<file path="src/hw/backend_cfg.svh">
// sizing for the backend; both queue depths and the reorder buffer depth must be powers of two
`ifndef BACKEND_CFG_SVH
`define BACKEND_CFG_SVH

// architectural registers, x0 hardwired to zero
`define BE_NUM_REGS 16
`define BE_XLEN 32

// per-unit issue queue entries
`define BE_IQ_DEPTH 4

// in-flight micro-ops between dispatch and commit
`define BE_ROB_DEPTH 8

`endif
</file>
<file path="src/hw/backend_pkg.sv">
// shared backend types; opcode encoding is internal and has no RISC-V funct mapping
`default_nettype none

`include "backend_cfg.svh"

package backend_pkg;

	localparam int REG_AW = $clog2(`BE_NUM_REGS);
	localparam int ROB_TAG_W = $clog2(`BE_ROB_DEPTH);
	localparam int SHAMT_W = $clog2(`BE_XLEN);

	typedef logic [`BE_XLEN-1:0] xlen_t;
	typedef logic [REG_AW-1:0] reg_idx_t;
	typedef logic [ROB_TAG_W-1:0] rob_tag_t;

	typedef enum logic [2:0] {
		OP_ADD,
		OP_SUB,
		OP_AND,
		OP_OR,
		OP_XOR,
		OP_SLL,
		OP_SRL,
		OP_SRA
	} op_e;

	// decoded micro-op from the front end
	typedef struct packed {
		op_e op;
		reg_idx_t rd;
		reg_idx_t rs1;
		reg_idx_t rs2;
		xlen_t imm;
		logic use_imm;
	} uop_t;

	typedef struct packed {
		op_e op;
		xlen_t a;
		xlen_t b;
		rob_tag_t rob_tag;
	} issue_t;

	typedef struct packed {
		rob_tag_t rob_tag;
		xlen_t data;
	} result_t;

	typedef struct packed {
		reg_idx_t rd;
		xlen_t data;
	} commit_t;

endpackage

`default_nettype wire

</file>
<file path="src/hw/backend_top.sv">
// backend top; a micro-op accepted in the same cycle as i_flush is dropped
`timescale 1ns/1ns
`default_nettype none

`include "backend_cfg.svh"

module backend_top (
	input logic CLK,
	input logic i_rst_n,
	input logic i_flush,

	input logic i_uop_valid,
	input backend_pkg::uop_t i_uop,
	output logic o_uop_ready,

	output logic o_commit_valid,
	output backend_pkg::commit_t o_commit
);

	import backend_pkg::*;

	reg_idx_t rs1;
	reg_idx_t rs2;
	xlen_t rs1_data;
	xlen_t rs2_data;
	logic [`BE_NUM_REGS-1:0] pending;
	logic set_en;
	reg_idx_t set_rd;

	logic alu_push;
	logic shift_push;
	issue_t dispatch_issue;
	logic alu_full;
	logic shift_full;

	logic rob_alloc;
	reg_idx_t rob_rd;
	logic rob_full;
	rob_tag_t rob_tag;

	logic alu_q_valid;
	logic alu_q_pop;
	issue_t alu_q_data;
	logic shift_q_valid;
	logic shift_q_pop;
	issue_t shift_q_data;

	logic alu_res_valid;
	result_t alu_res;
	logic alu_grant;
	logic shift_res_valid;
	result_t shift_res;
	logic shift_grant;

	logic wb_valid;
	result_t wb;
	logic clr_en;
	reg_idx_t clr_rd;

	arch_regfile regfile_inst (
		.CLK(CLK),
		.i_rst_n(i_rst_n),
		.i_flush(i_flush),
		.i_rs1(rs1),
		.i_rs2(rs2),
		.o_rs1_data(rs1_data),
		.o_rs2_data(rs2_data),
		.o_pending(pending),
		.i_set_en(set_en),
		.i_set_rd(set_rd),
		.i_wr_en(o_commit_valid),
		.i_wr_rd(clr_rd),
		.i_wr_data(o_commit.data),
		.i_clr_en(clr_en)
	);

	dispatch dispatch_inst (
		.i_uop_valid(i_uop_valid),
		.i_uop(i_uop),
		.o_uop_ready(o_uop_ready),
		.o_rs1(rs1),
		.o_rs2(rs2),
		.i_rs1_data(rs1_data),
		.i_rs2_data(rs2_data),
		.i_pending(pending),
		.o_alu_push(alu_push),
		.o_shift_push(shift_push),
		.o_issue(dispatch_issue),
		.i_alu_full(alu_full),
		.i_shift_full(shift_full),
		.o_rob_alloc(rob_alloc),
		.o_rob_rd(rob_rd),
		.i_rob_full(rob_full),
		.i_rob_tag(rob_tag),
		.o_set_en(set_en),
		.o_set_rd(set_rd)
	);

	issue_queue #(.payload_t(issue_t)) alu_queue (
		.CLK(CLK),
		.i_rst_n(i_rst_n),
		.i_flush(i_flush),
		.i_push(alu_push),
		.i_data(dispatch_issue),
		.o_full(alu_full),
		.i_pop(alu_q_pop),
		.o_data(alu_q_data),
		.o_valid(alu_q_valid)
	);

	issue_queue #(.payload_t(issue_t)) shift_queue (
		.CLK(CLK),
		.i_rst_n(i_rst_n),
		.i_flush(i_flush),
		.i_push(shift_push),
		.i_data(dispatch_issue),
		.o_full(shift_full),
		.i_pop(shift_q_pop),
		.o_data(shift_q_data),
		.o_valid(shift_q_valid)
	);

	alu_unit alu_inst (
		.CLK(CLK),
		.i_rst_n(i_rst_n),
		.i_flush(i_flush),
		.i_valid(alu_q_valid),
		.i_issue(alu_q_data),
		.o_pop(alu_q_pop),
		.o_res_valid(alu_res_valid),
		.o_res(alu_res),
		.i_grant(alu_grant)
	);

	shift_unit shift_inst (
		.CLK(CLK),
		.i_rst_n(i_rst_n),
		.i_flush(i_flush),
		.i_valid(shift_q_valid),
		.i_issue(shift_q_data),
		.o_pop(shift_q_pop),
		.o_res_valid(shift_res_valid),
		.o_res(shift_res),
		.i_grant(shift_grant)
	);

	writeback_arbiter arbiter_inst (
		.i_alu_valid(alu_res_valid),
		.i_alu_res(alu_res),
		.i_shift_valid(shift_res_valid),
		.i_shift_res(shift_res),
		.o_alu_grant(alu_grant),
		.o_shift_grant(shift_grant),
		.o_wb_valid(wb_valid),
		.o_wb(wb)
	);

	reorder_buffer rob_inst (
		.CLK(CLK),
		.i_rst_n(i_rst_n),
		.i_flush(i_flush),
		.i_alloc(rob_alloc),
		.i_rd(rob_rd),
		.o_full(rob_full),
		.o_tag(rob_tag),
		.i_wb_valid(wb_valid),
		.i_wb(wb),
		.o_commit_valid(o_commit_valid),
		.o_commit(o_commit),
		.o_clr_en(clr_en),
		.o_clr_rd(clr_rd)
	);

endmodule

`default_nettype wire

</file>
<file path="src/hw/reorder_buffer.sv">
// in-order retire ring; full is registered and held high through reset so dispatch waits
`timescale 1ns/1ns
`default_nettype none

`include "backend_cfg.svh"

module reorder_buffer (
	input logic CLK,
	input logic i_rst_n,
	input logic i_flush,

	input logic i_alloc,
	input backend_pkg::reg_idx_t i_rd,
	output logic o_full,
	output backend_pkg::rob_tag_t o_tag,

	input logic i_wb_valid,
	input backend_pkg::result_t i_wb,

	output logic o_commit_valid,
	output backend_pkg::commit_t o_commit,
	output logic o_clr_en,
	output backend_pkg::reg_idx_t o_clr_rd
);

	import backend_pkg::*;

	localparam int DEPTH = `BE_ROB_DEPTH;
	localparam logic [ROB_TAG_W:0] PTR_ONE = 1;

	logic [ROB_TAG_W:0] head_q;
	logic [ROB_TAG_W:0] tail_q;
	logic [ROB_TAG_W:0] used_nxt;
	rob_tag_t head_idx;
	rob_tag_t tail_idx;
	logic [DEPTH-1:0] busy_q;
	logic [DEPTH-1:0] done_q;
	reg_idx_t rd_q [DEPTH];
	xlen_t data_q [DEPTH];
	logic full_q;
	logic commit_en;
	logic younger_match;

	assign head_idx = head_q[ROB_TAG_W-1:0];
	assign tail_idx = tail_q[ROB_TAG_W-1:0];
	assign commit_en = busy_q[head_idx] && done_q[head_idx];

	assign o_full = full_q;
	assign o_tag = tail_idx;
	assign o_commit_valid = commit_en;
	assign o_commit = '{rd: rd_q[head_idx], data: data_q[head_idx]};
	assign o_clr_rd = rd_q[head_idx];
	// a younger writer of the same rd keeps its scoreboard bit
	assign o_clr_en = commit_en && !younger_match;

	always_comb begin
		younger_match = 1'b0;
		for (int i = 0; i < DEPTH; i++) begin
			if (busy_q[i] && (rob_tag_t'(i) != head_idx) && (rd_q[i] == rd_q[head_idx])) begin
				younger_match = 1'b1;
			end
		end
	end

	always_comb begin
		used_nxt = tail_q - head_q;
		if (i_alloc) begin
			used_nxt = used_nxt + PTR_ONE;
		end
		if (commit_en) begin
			used_nxt = used_nxt - PTR_ONE;
		end
	end

	always_ff @(posedge CLK) begin
		if (!i_rst_n || i_flush) begin
			head_q <= '0;
			tail_q <= '0;
			busy_q <= '0;
			done_q <= '0;
		end else begin
			if (i_alloc) begin
				busy_q[tail_idx] <= 1'b1;
				done_q[tail_idx] <= 1'b0;
				tail_q <= tail_q + PTR_ONE;
			end
			if (i_wb_valid) begin
				done_q[i_wb.rob_tag] <= 1'b1;
			end
			if (commit_en) begin
				busy_q[head_idx] <= 1'b0;
				head_q <= head_q + PTR_ONE;
			end
		end
	end

	always_ff @(posedge CLK) begin
		if (!i_rst_n) begin
			full_q <= 1'b1;
		end else if (i_flush) begin
			full_q <= 1'b0;
		end else begin
			full_q <= (used_nxt == (ROB_TAG_W+1)'(DEPTH));
		end
	end

	always_ff @(posedge CLK) begin
		if (i_alloc) begin
			rd_q[tail_idx] <= i_rd;
		end
		if (i_wb_valid) begin
			data_q[i_wb.rob_tag] <= i_wb.data;
		end
	end

	wb_targets_busy: assert property (@(posedge CLK) disable iff (!i_rst_n)
		i_wb_valid |-> busy_q[i_wb.rob_tag]);

endmodule

`default_nettype wire

</file>
<file path="src/hw/writeback_arbiter.sv">
// fixed priority for the single ROB result port; a steady shifter stream starves the ALU
`timescale 1ns/1ns
`default_nettype none

module writeback_arbiter (
	input logic i_alu_valid,
	input backend_pkg::result_t i_alu_res,
	input logic i_shift_valid,
	input backend_pkg::result_t i_shift_res,

	output logic o_alu_grant,
	output logic o_shift_grant,

	output logic o_wb_valid,
	output backend_pkg::result_t o_wb
);

	// shifter wins, its result has been in flight longer
	assign o_shift_grant = i_shift_valid;
	assign o_alu_grant = i_alu_valid && !i_shift_valid;

	assign o_wb_valid = i_shift_valid || i_alu_valid;
	assign o_wb = i_shift_valid ? i_shift_res : i_alu_res;

endmodule

`default_nettype wire

</file>
<file path="src/hw/shift_unit.sv">
// two-stage shifter, shift amount is the low bits of b; a stalled result freezes both stages
`timescale 1ns/1ns
`default_nettype none

module shift_unit (
	input logic CLK,
	input logic i_rst_n,
	input logic i_flush,

	input logic i_valid,
	input backend_pkg::issue_t i_issue,
	output logic o_pop,

	output logic o_res_valid,
	output backend_pkg::result_t o_res,
	input logic i_grant
);

	import backend_pkg::*;

	logic advance;
	logic s1_valid_q;
	logic s2_valid_q;
	op_e s1_op_q;
	xlen_t s1_a_q;
	logic [SHAMT_W-1:0] s1_shamt_q;
	rob_tag_t s1_tag_q;
	result_t s2_res_q;
	xlen_t shift_out;

	assign advance = !s2_valid_q || i_grant;
	assign o_pop = i_valid && advance;
	assign o_res_valid = s2_valid_q;
	assign o_res = s2_res_q;

	always_comb begin
		case (s1_op_q)
			OP_SLL: shift_out = s1_a_q << s1_shamt_q;
			OP_SRL: shift_out = s1_a_q >> s1_shamt_q;
			// sign fill
			OP_SRA: shift_out = xlen_t'($signed(s1_a_q) >>> s1_shamt_q);
			default: shift_out = s1_a_q;
		endcase
	end

	always_ff @(posedge CLK) begin
		if (!i_rst_n || i_flush) begin
			s1_valid_q <= 1'b0;
			s2_valid_q <= 1'b0;
		end else if (advance) begin
			s1_valid_q <= o_pop;
			s2_valid_q <= s1_valid_q;
		end
	end

	always_ff @(posedge CLK) begin
		if (advance) begin
			if (o_pop) begin
				s1_op_q <= i_issue.op;
				s1_a_q <= i_issue.a;
				s1_shamt_q <= i_issue.b[SHAMT_W-1:0];
				s1_tag_q <= i_issue.rob_tag;
			end
			s2_res_q <= '{rob_tag: s1_tag_q, data: shift_out};
		end
	end

endmodule

`default_nettype wire

</file>
<file path="src/hw/alu_unit.sv">
// single-cycle ALU; shift opcodes are never routed here and produce zero
`timescale 1ns/1ns
`default_nettype none

module alu_unit (
	input logic CLK,
	input logic i_rst_n,
	input logic i_flush,

	input logic i_valid,
	input backend_pkg::issue_t i_issue,
	output logic o_pop,

	output logic o_res_valid,
	output backend_pkg::result_t o_res,
	input logic i_grant
);

	import backend_pkg::*;

	logic valid_q;
	result_t res_q;
	xlen_t alu_out;

	// take a new op when the holding register empties this cycle
	assign o_pop = i_valid && (!valid_q || i_grant);
	assign o_res_valid = valid_q;
	assign o_res = res_q;

	always_comb begin
		case (i_issue.op)
			OP_ADD: alu_out = i_issue.a + i_issue.b;
			OP_SUB: alu_out = i_issue.a - i_issue.b;
			OP_AND: alu_out = i_issue.a & i_issue.b;
			OP_OR: alu_out = i_issue.a | i_issue.b;
			OP_XOR: alu_out = i_issue.a ^ i_issue.b;
			default: alu_out = '0;
		endcase
	end

	always_ff @(posedge CLK) begin
		if (!i_rst_n || i_flush) begin
			valid_q <= 1'b0;
		end else if (o_pop) begin
			valid_q <= 1'b1;
		end else if (i_grant) begin
			valid_q <= 1'b0;
		end
	end

	always_ff @(posedge CLK) begin
		if (o_pop) begin
			res_q <= '{rob_tag: i_issue.rob_tag, data: alu_out};
		end
	end

endmodule

`default_nettype wire

</file>
<file path="src/hw/issue_queue.sv">
// in-order issue FIFO, no bypass, so a pushed entry is visible at the head one cycle later
`timescale 1ns/1ns
`default_nettype none

`include "backend_cfg.svh"

module issue_queue #(
	parameter type payload_t = logic
) (
	input logic CLK,
	input logic i_rst_n,
	input logic i_flush,

	input logic i_push,
	input payload_t i_data,
	output logic o_full,

	input logic i_pop,
	output payload_t o_data,
	output logic o_valid
);

	localparam int DEPTH = `BE_IQ_DEPTH;
	localparam int AW = $clog2(DEPTH);

	payload_t mem_q [DEPTH];
	logic [AW:0] wr_ptr_q;
	logic [AW:0] rd_ptr_q;

	// extra pointer bit tells full from empty
	assign o_full = (wr_ptr_q[AW] != rd_ptr_q[AW]) &&
		(wr_ptr_q[AW-1:0] == rd_ptr_q[AW-1:0]);
	assign o_valid = (wr_ptr_q != rd_ptr_q);
	assign o_data = mem_q[rd_ptr_q[AW-1:0]];

	always_ff @(posedge CLK) begin
		if (!i_rst_n || i_flush) begin
			wr_ptr_q <= '0;
			rd_ptr_q <= '0;
		end else begin
			if (i_push) begin
				wr_ptr_q <= wr_ptr_q + 1'b1;
			end
			if (i_pop) begin
				rd_ptr_q <= rd_ptr_q + 1'b1;
			end
		end
	end

	always_ff @(posedge CLK) begin
		if (i_push) begin
			mem_q[wr_ptr_q[AW-1:0]] <= i_data;
		end
	end

	no_push_full: assert property (@(posedge CLK) disable iff (!i_rst_n) !(i_push && o_full));
	no_pop_empty: assert property (@(posedge CLK) disable iff (!i_rst_n) !(i_pop && !o_valid));

endmodule

`default_nettype wire

</file>
<file path="src/hw/dispatch.sv">
// combinational dispatch; stalls on any pending source since there is no forwarding path
`timescale 1ns/1ns
`default_nettype none

`include "backend_cfg.svh"

module dispatch (
	input logic i_uop_valid,
	input backend_pkg::uop_t i_uop,
	output logic o_uop_ready,

	output backend_pkg::reg_idx_t o_rs1,
	output backend_pkg::reg_idx_t o_rs2,
	input backend_pkg::xlen_t i_rs1_data,
	input backend_pkg::xlen_t i_rs2_data,
	input logic [`BE_NUM_REGS-1:0] i_pending,

	output logic o_alu_push,
	output logic o_shift_push,
	output backend_pkg::issue_t o_issue,
	input logic i_alu_full,
	input logic i_shift_full,

	output logic o_rob_alloc,
	output backend_pkg::reg_idx_t o_rob_rd,
	input logic i_rob_full,
	input backend_pkg::rob_tag_t i_rob_tag,

	output logic o_set_en,
	output backend_pkg::reg_idx_t o_set_rd
);

	import backend_pkg::*;

	logic is_shift;
	logic hazard;
	logic target_full;
	logic fire;

	assign is_shift = (i_uop.op == OP_SLL) || (i_uop.op == OP_SRL) || (i_uop.op == OP_SRA);

	// rs2 is ignored when the immediate replaces it
	assign hazard = i_pending[i_uop.rs1] || (!i_uop.use_imm && i_pending[i_uop.rs2]);
	assign target_full = is_shift ? i_shift_full : i_alu_full;

	assign o_uop_ready = !target_full && !i_rob_full && !hazard;
	assign fire = i_uop_valid && o_uop_ready;

	assign o_rs1 = i_uop.rs1;
	assign o_rs2 = i_uop.rs2;

	assign o_alu_push = fire && !is_shift;
	assign o_shift_push = fire && is_shift;
	assign o_issue = '{
		op: i_uop.op,
		a: i_rs1_data,
		b: i_uop.use_imm ? i_uop.imm : i_rs2_data,
		rob_tag: i_rob_tag
	};

	assign o_rob_alloc = fire;
	assign o_rob_rd = i_uop.rd;
	assign o_set_en = fire;
	assign o_set_rd = i_uop.rd;

endmodule

`default_nettype wire

</file>
<file path="src/hw/arch_regfile.sv">
// committed register state and scoreboard; no bypass, a read sees only values written at commit
`timescale 1ns/1ns
`default_nettype none

`include "backend_cfg.svh"

module arch_regfile (
	input logic CLK,
	input logic i_rst_n,
	input logic i_flush,

	input backend_pkg::reg_idx_t i_rs1,
	input backend_pkg::reg_idx_t i_rs2,
	output backend_pkg::xlen_t o_rs1_data,
	output backend_pkg::xlen_t o_rs2_data,
	output logic [`BE_NUM_REGS-1:0] o_pending,

	input logic i_set_en,
	input backend_pkg::reg_idx_t i_set_rd,

	input logic i_wr_en,
	input backend_pkg::reg_idx_t i_wr_rd,
	input backend_pkg::xlen_t i_wr_data,
	input logic i_clr_en
);

	import backend_pkg::*;

	xlen_t regs_q [`BE_NUM_REGS];
	logic [`BE_NUM_REGS-1:0] pending_q;

	// x0 is never written so it stays at its reset value
	assign o_rs1_data = regs_q[i_rs1];
	assign o_rs2_data = regs_q[i_rs2];
	assign o_pending = pending_q;

	always_ff @(posedge CLK) begin
		if (!i_rst_n) begin
			for (int i = 0; i < `BE_NUM_REGS; i++) begin
				regs_q[i] <= '0;
			end
		end else if (i_wr_en && (i_wr_rd != '0)) begin
			regs_q[i_wr_rd] <= i_wr_data;
		end
	end

	// set after clear so a same-cycle redispatch keeps the bit
	always_ff @(posedge CLK) begin
		if (!i_rst_n || i_flush) begin
			pending_q <= '0;
		end else begin
			if (i_clr_en) begin
				pending_q[i_wr_rd] <= 1'b0;
			end
			if (i_set_en && (i_set_rd != '0)) begin
				pending_q[i_set_rd] <= 1'b1;
			end
		end
	end

endmodule

`default_nettype wire

</file>
<file path="config.mk">
export PLATFORM = sky130hd
export DESIGN_NAME = backend_top
export DESIGN_NICKNAME = d
export VERILOG_FILES = /design/src/hw/backend_pkg.sv /design/src/hw/backend_top.sv /design/src/hw/reorder_buffer.sv /design/src/hw/writeback_arbiter.sv /design/src/hw/shift_unit.sv /design/src/hw/alu_unit.sv /design/src/hw/issue_queue.sv /design/src/hw/dispatch.sv /design/src/hw/arch_regfile.sv
export VERILOG_INCLUDE_DIRS = /design/src /design/src/hw
export SDC_FILE = /design/constraint.sdc
export NUM_CORES = 2
export LEC_CHECK = 0
export ABC_CLOCK_PERIOD_IN_PS = 4830
export BUFFER_PORTS_ARGS = -buffer_cell sky130_fd_sc_hd__clkbuf_2
export CORE_ASPECT_RATIO = 0.7
export CORE_UTILIZATION = 50
export DETAILED_ROUTE_END_ITERATION = 8
export PLACE_DENSITY_LB_ADDON = 0.12
export SKIP_CTS_REPAIR_TIMING = 1
export SYNTH_ARGS = -nofsm -noshare
export SYNTH_HDL_FRONTEND = slang
export SYNTH_HIERARCHICAL = 1
export SYNTH_SLANG_ARGS = --single-unit
</file>
<file path="constraint.sdc">
create_clock -name CLK -period 4.83 [get_ports CLK]
set_input_delay 0.483 -clock CLK [delete_from_list [all_inputs] [get_ports CLK]]
set_output_delay 0.483 -clock CLK [all_outputs]
set_load 0.02 [all_outputs]
</file>
; Word level (Yosys, flattened, before mapping)
; Memory sizes are Yosys's and may differ from the RTL's. A register that Yosys moved wholly into a read port is not among the register bits.
; Index checks and enable logic that the tools add are counted.
[word_totals]
mem_bits_rw = 1360
mem_count = 5
regBits = 126
out_inout_bits = 38
elab_cells = 214
[memory_table]
columns = name, depth, word_bits, read_ports, rd_clocked_by_memory_dff, write_ports, line_no
row1 = regfile_inst.regs_q, 16, 32, 2, 0, 16, arch_regfile.sv:29  ; xlen_t regs_q [`BE_NUM_REGS];
row2 = alu_queue.mem_q, 4, 70, 1, 1, 1, issue_queue.sv:26  ; payload_t mem_q [DEPTH];
row3 = shift_queue.mem_q, 4, 70, 1, 1, 1, issue_queue.sv:26
row4 = rob_inst.data_q, 8, 32, 1, 1, 1, reorder_buffer.sv:39  ; xlen_t data_q [DEPTH];
row5 = rob_inst.rd_q, 8, 4, 9, 1, 1, reorder_buffer.sv:38  ; reg_idx_t rd_q [DEPTH];
[classes]
n_lt_le_gt_ge = 12
add_sub_neg = 11
mux = 66
eq_ne = 32
n_reduce_logical = 56
shifts = 3
bitwise_logic = 12
[ops]
columns = op, n
row1 = 32-bit case mux with 5 select lines, 1
row2 = 32-bit case mux with 3 select lines, 1
row3 = 32-bit two-way mux, 2
row4 = 16-bit two-way mux, 3
row5 = 8-bit two-way mux, 6
row6 = 1-bit logical AND, 35
row7 = 35-bit two-way mux, 1
row8 = 1-bit two-way mux, 34
row9 = 32-bit adder, 1
row10 = 32-bit bitwise AND, 1
row11 = 4-bit == test, 8
row12 = 32-bit bitwise OR, 1
row13 = 32-bit OR reduction, 1
row14 = 32-bit by 5-bit left shift with 32-bit output, 1
row15 = 32-bit by 5-bit right shift with 32-bit output, 1
row16 = 32-bit by 5-bit >>> shifter with 32-bit output, 1
row17 = 32-bit subtractor, 1
row18 = 32-bit bitwise XOR, 1
row19 = "3-bit == test, second input constant", 7
row20 = "4-bit by 5-bit less-than comparator with 1-bit output, second input constant", 4
row21 = 16-bit bitwise AND, 1
row22 = 8-bit bitwise AND, 2
row23 = 16-bit inverter, 1
row24 = 8-bit inverter, 2
row25 = 31 further kinds, 75

; Longest topological paths before layout
[depth]
ltp_word = 17
ltp_mapped = 22
mapped_depth_nobuf = 20

; Cells and area by module
; The synthesis kept the hierarchy.
[modules_own_cells]
columns = module, area_per_inst_um2, instances, seq_area_each_um2, cells_each
row1 = arch_regfile, 27002.1, 1, 15695.1, 1736
row2 = issue_queue, 10581.4, 2, 8568.2, 407
row3 = reorder_buffer, 12715.9, 1, 9208.8, 651
row4 = shift_unit, 7159.4, 1, 2382.3, 670
row5 = alu_unit, 5186.2, 1, 1071.0, 654
row6 = dispatch, 1154.9, 1, 0.0, 126
row7 = writeback_arbiter, 590.6, 1, 0.0, 42

; Least setup slack after synthesis
; Ideal clock, no wire load.
[synth_path]
path_kind = reg2reg
from = reg (tool-made name)
to = reg alu_inst.res_q (netlist bit alu_inst/o_res[27]), data pin
arrival_ns = 4.715
synth_period_minus_slack_ns = 4.982
slack_ns = -0.152
setup_ns = 0.267
stages_incl_launch_ff = 23
path_buffers = 2
path_cell_list = dfxtp_1 > buf_6 > buf_12 > mux4_2 > inv_1 > ha_1 > or3b_1 > or3_1 > nor2_2 > nand2_1 > nor2_1 > a41oi_1 > xnor2_1 > ha_1 > a21o_1 > o21bai_1 > a2111oi_0 > o211a_1 > or3_1 > nand2_1 > a31oi_1 > xnor2_1 > o21ai_0
[synth_lines]
columns = item, line_no
row1 = end signal: assignment, alu_unit.sv:53  ; res_q <= '{rob_tag: i_issue.rob_tag, data: alu_out};
row2 = end: declaration, alu_unit.sv:22  ; result_t res_q;

==> summary.txt <==
Floorplan
  – Site Rows: between 100 and 150
  – I/O pin count: 90
  – Starting Density: 50.5%
  – Die area: roughly 140,000 um^2
  – Die height: approximately 320 um
  – Core box area: 141,000 um^2
  – Chip Width: between 400 and 500 um

Pwr
  – VDD IR-drop max: 0.000338 V
  – Pwr dens: around 350 nW/um^2
  – Sw frac: around a quarter
  – Lkg Pwr: roughly 28 nW
  – Sequential share of power: 51.0%
  – Total power: approximately 27 mW
  – Net Switching: between 6 and 7 mW
  – Comb pwr share: 8.8%
  – Clock share of power: 40.2%
  – Int Pwr: between 20 and 25 mW

Clock network
  – Num CTS Buffers: 140
  – Root buffer cell: clkbuf_16
  – Clock Latency Late Sink: 0.78 ns
  – H-tree depth: 4
  – CTS max path bufs: 3
  – Clock sinks: between 1,000 and 1,500
  – CTS tree: done
  – Clock-pin transition on the worst setup and hold timing paths: about 0.06 ns

Setup path
  – Worst setup SP type: flop
  – R2r endpoint: alu_inst/o_res[28]$_DFFE_PP_
  – Crit path max fanout: 6
  – WP data required: around 5.4 ns
  – Worst R2R Setup Slack: -0.06 ns
  – Kind of critical path: reg2reg
  – Critical Path AT: 5.41 ns
  – Crit path largest cell delay: 0.52 ns
  – Worst Setup End Kind: flop
  – Register-to-Register Path Depth: 18
  – Critical Path Slowest Stage Cell: mux4_2
  – CP cell instances: buf_8 -> buf_6 -> mux4_2 -> or3b_4 -> or3_4 -> buf_4 -> o31ai_4 -> xnor2_1 -> ha_2 -> nor2b_1 -> nor3_2 -> nor2_1 -> o41ai_2 -> buf_4 -> o32ai_1 -> or3_1 -> xnor2_1 -> o21ai_1

Hold path
  – Hold Crit Start: i_uop[45]
  – Worst hold endpoint: shift_queue/mem_q[2][67]$_DFFE_PP_
  – Worst hold-check path type: in2reg
  – Hold Path Cell Cnt: 1

Timing
  – Tightest Pin Transition: 1.05 ns
  – Highest clock rate: roughly 0.20 GHz
  – Final worst-path cycle share: 101%
  – RSZ-0062 raised after global routing: yes
  – Fin crit period: a little under 5 ns
  – Clock Skew: around 0.028 ns
  – Relative slew margins: 30.2%
  – Final setup vio count: 4
  – Slew Limit Fails: 0
  – Hold WS: about 0.0070 ns
  – Final hold viol count: 0
  – Setup ws final: -0.0618 ns
  – Final setup TNS: -0.143 ns

Route
  – Initial DRC Count: just under 6,000
  – Antenna Nets Post-Route: 1
  – DRC Markers: 0
  – Detailed-route vias per instance: about 6.4
  – Via count: about 43,000
  – First-pass DRT Iterations: 5
  – DRT Wirelength: about 210,000 um
  – Drt wl/cell: 31.8 um

Layout
  – Final Util: a little under three fifths
  – # nets final: slightly below 5,000
  – Ratio of cells with drive above 1 in the final layout: around 29%
  – Fill count: between 10,000 and 15,000
  – Synthesis-to-finish area growth: 12.0%

Placement
  – # port buffers: 89
  – Final Wtd Congestion: between 0.9 and 1
  – Post-DP HPWL: around 140,000 um
  – Post-place setup slack: -0.318 ns

Global route
  – Number of global-route vias before repair: approximately 41,000
  – Initial antenna violation count: 14
  – Pin count of the biggest net entering global routing: around 110
  – Global Route Usage Sum: between 20% and 30%
  – First-pass GRT wire length: roughly 300,000 um
  – Grt ovf: 0

Synth
  – Syn_area_per_cell: about 16 um^2
  – Syn Inst Count: approximately 4,600
  – Mapped cell area: slightly above 70,000 um^2
  – Yosys warns: 6

Flow run
  – Max cap viols: 0

Run status
  – Status: finished, violations left
  – Failing checks: antenna rules, setup timing
[worst max path at each step]
stage                                              end  slack [ns]
after floorplan           alu_inst/o_res[27]$_DFFE_PP_       0.001
after detailed placement  alu_inst/o_res[27]$_DFFE_PP_       -0.32
final                     alu_inst/o_res[28]$_DFFE_PP_       -0.06
after CTS                 alu_inst/o_res[27]$_DFFE_PP_       -0.32
after global placement    alu_inst/o_res[27]$_DFFE_PP_       -0.22
after global routing      alu_inst/o_res[28]$_DFFE_PP_       -0.22
[registers in the layout, summed over array words and instances (netlist names), 16 cells and up, named ones only]
signal,flops
shift_queue/mem_q,172
alu_queue/mem_q,280
alu_inst/o_res,35
shift_inst/o_res,35
rob_inst/data_q,256
shift_inst/s1_a_q,32
regfile_inst/o_pending,16
rob_inst/rd_q,32
regfile_inst/regs_q,512
[placed cells by master, fill, tap and decap left out, drive strengths merged, types with 25 or more instances in the layout]
cell and instances:
dfxtp 63, nand2 186, a22oi 147, clkinv 58, nor3 33, edfxtp 1365, ha 118, buf 298
conb 32, nand3 36, a211oi 32, clkbuf 258, and2 499, xnor2 85, a21oi 122, inv 125
nand2b 32, nor2 171, mux4 507, mux2 130, xor2 29, o21ai 112, mux2i 72, nor2b 25
[critical path: cells and delay by family, from the launching register on]
kind | cells | cell delay [ns]
xor gates and xnor gates | 2 | 0.32
adders and majority gates | 1 | 0.33
AOI/OAI and AO/OA | 4 | 0.68
muxes | 1 | 0.52
and+or+nand+nor | 6 | 1.70
buffers and inverters | 4 | 0.61
DFF | 1 | 0.44
[power groups by stage]
stage | logic, mW | registers (mW) | clock network [mW]
after detailed placement | 2.33 | 14.3 | 0
after CTS | 2.33 | 14.0 | 11.2
after floorplan | 1.45 | 14.2 | 0
after global placement | 2.32 | 14.2 | 0
final | 2.43 | 14.0 | 11.0
after global routing | 2.56 | 14.0 | 11.7
[stage by stage]
| stage | instances | area (um^2) |
|---|---|---|
| global placement | 6418 | 74500 |
| detailed placement | 6418 | 74500 |
| CTS | 6672 | 79100 |
| finish | 6695 | 79600 |
| global route | 6688 | 79600 |
| floorplan | 4585 | 71200 |
[metal layers]
metal | GRT usage (%) | up-vias | part of all wire (%) | routed length (um)
li1 | - | 18000 | - | -
met1 | 47.4 | 22200 | 45 | 95600
met2 | 40.8 | 2248 | 42 | 89400
met3 | 6.64 | 276 | 11 | 22900
met4 | 7.76 | 2 | 2.4 | 5220
met5 | 0 | - | 0.0061 | 13
[layout make-up]
cell class | instances | area [um^2] | share of cell area (%)
diodes | 7 | 17.5 | 0.0220
well taps | 1872 | 2340 | 2.94
inverters | 117 | 439 | 0.552
flip-flops and latches | 1428 | 42300 | 53.1
clock inverters | 81 | 788 | 0.990
multi-input cells | 2634 | 26900 | 33.7
repair buffers | 383 | 3110 | 3.90
clock buffers | 173 | 3780 | 4.75
Note: power is estimated with default switching activity, not from simulation.
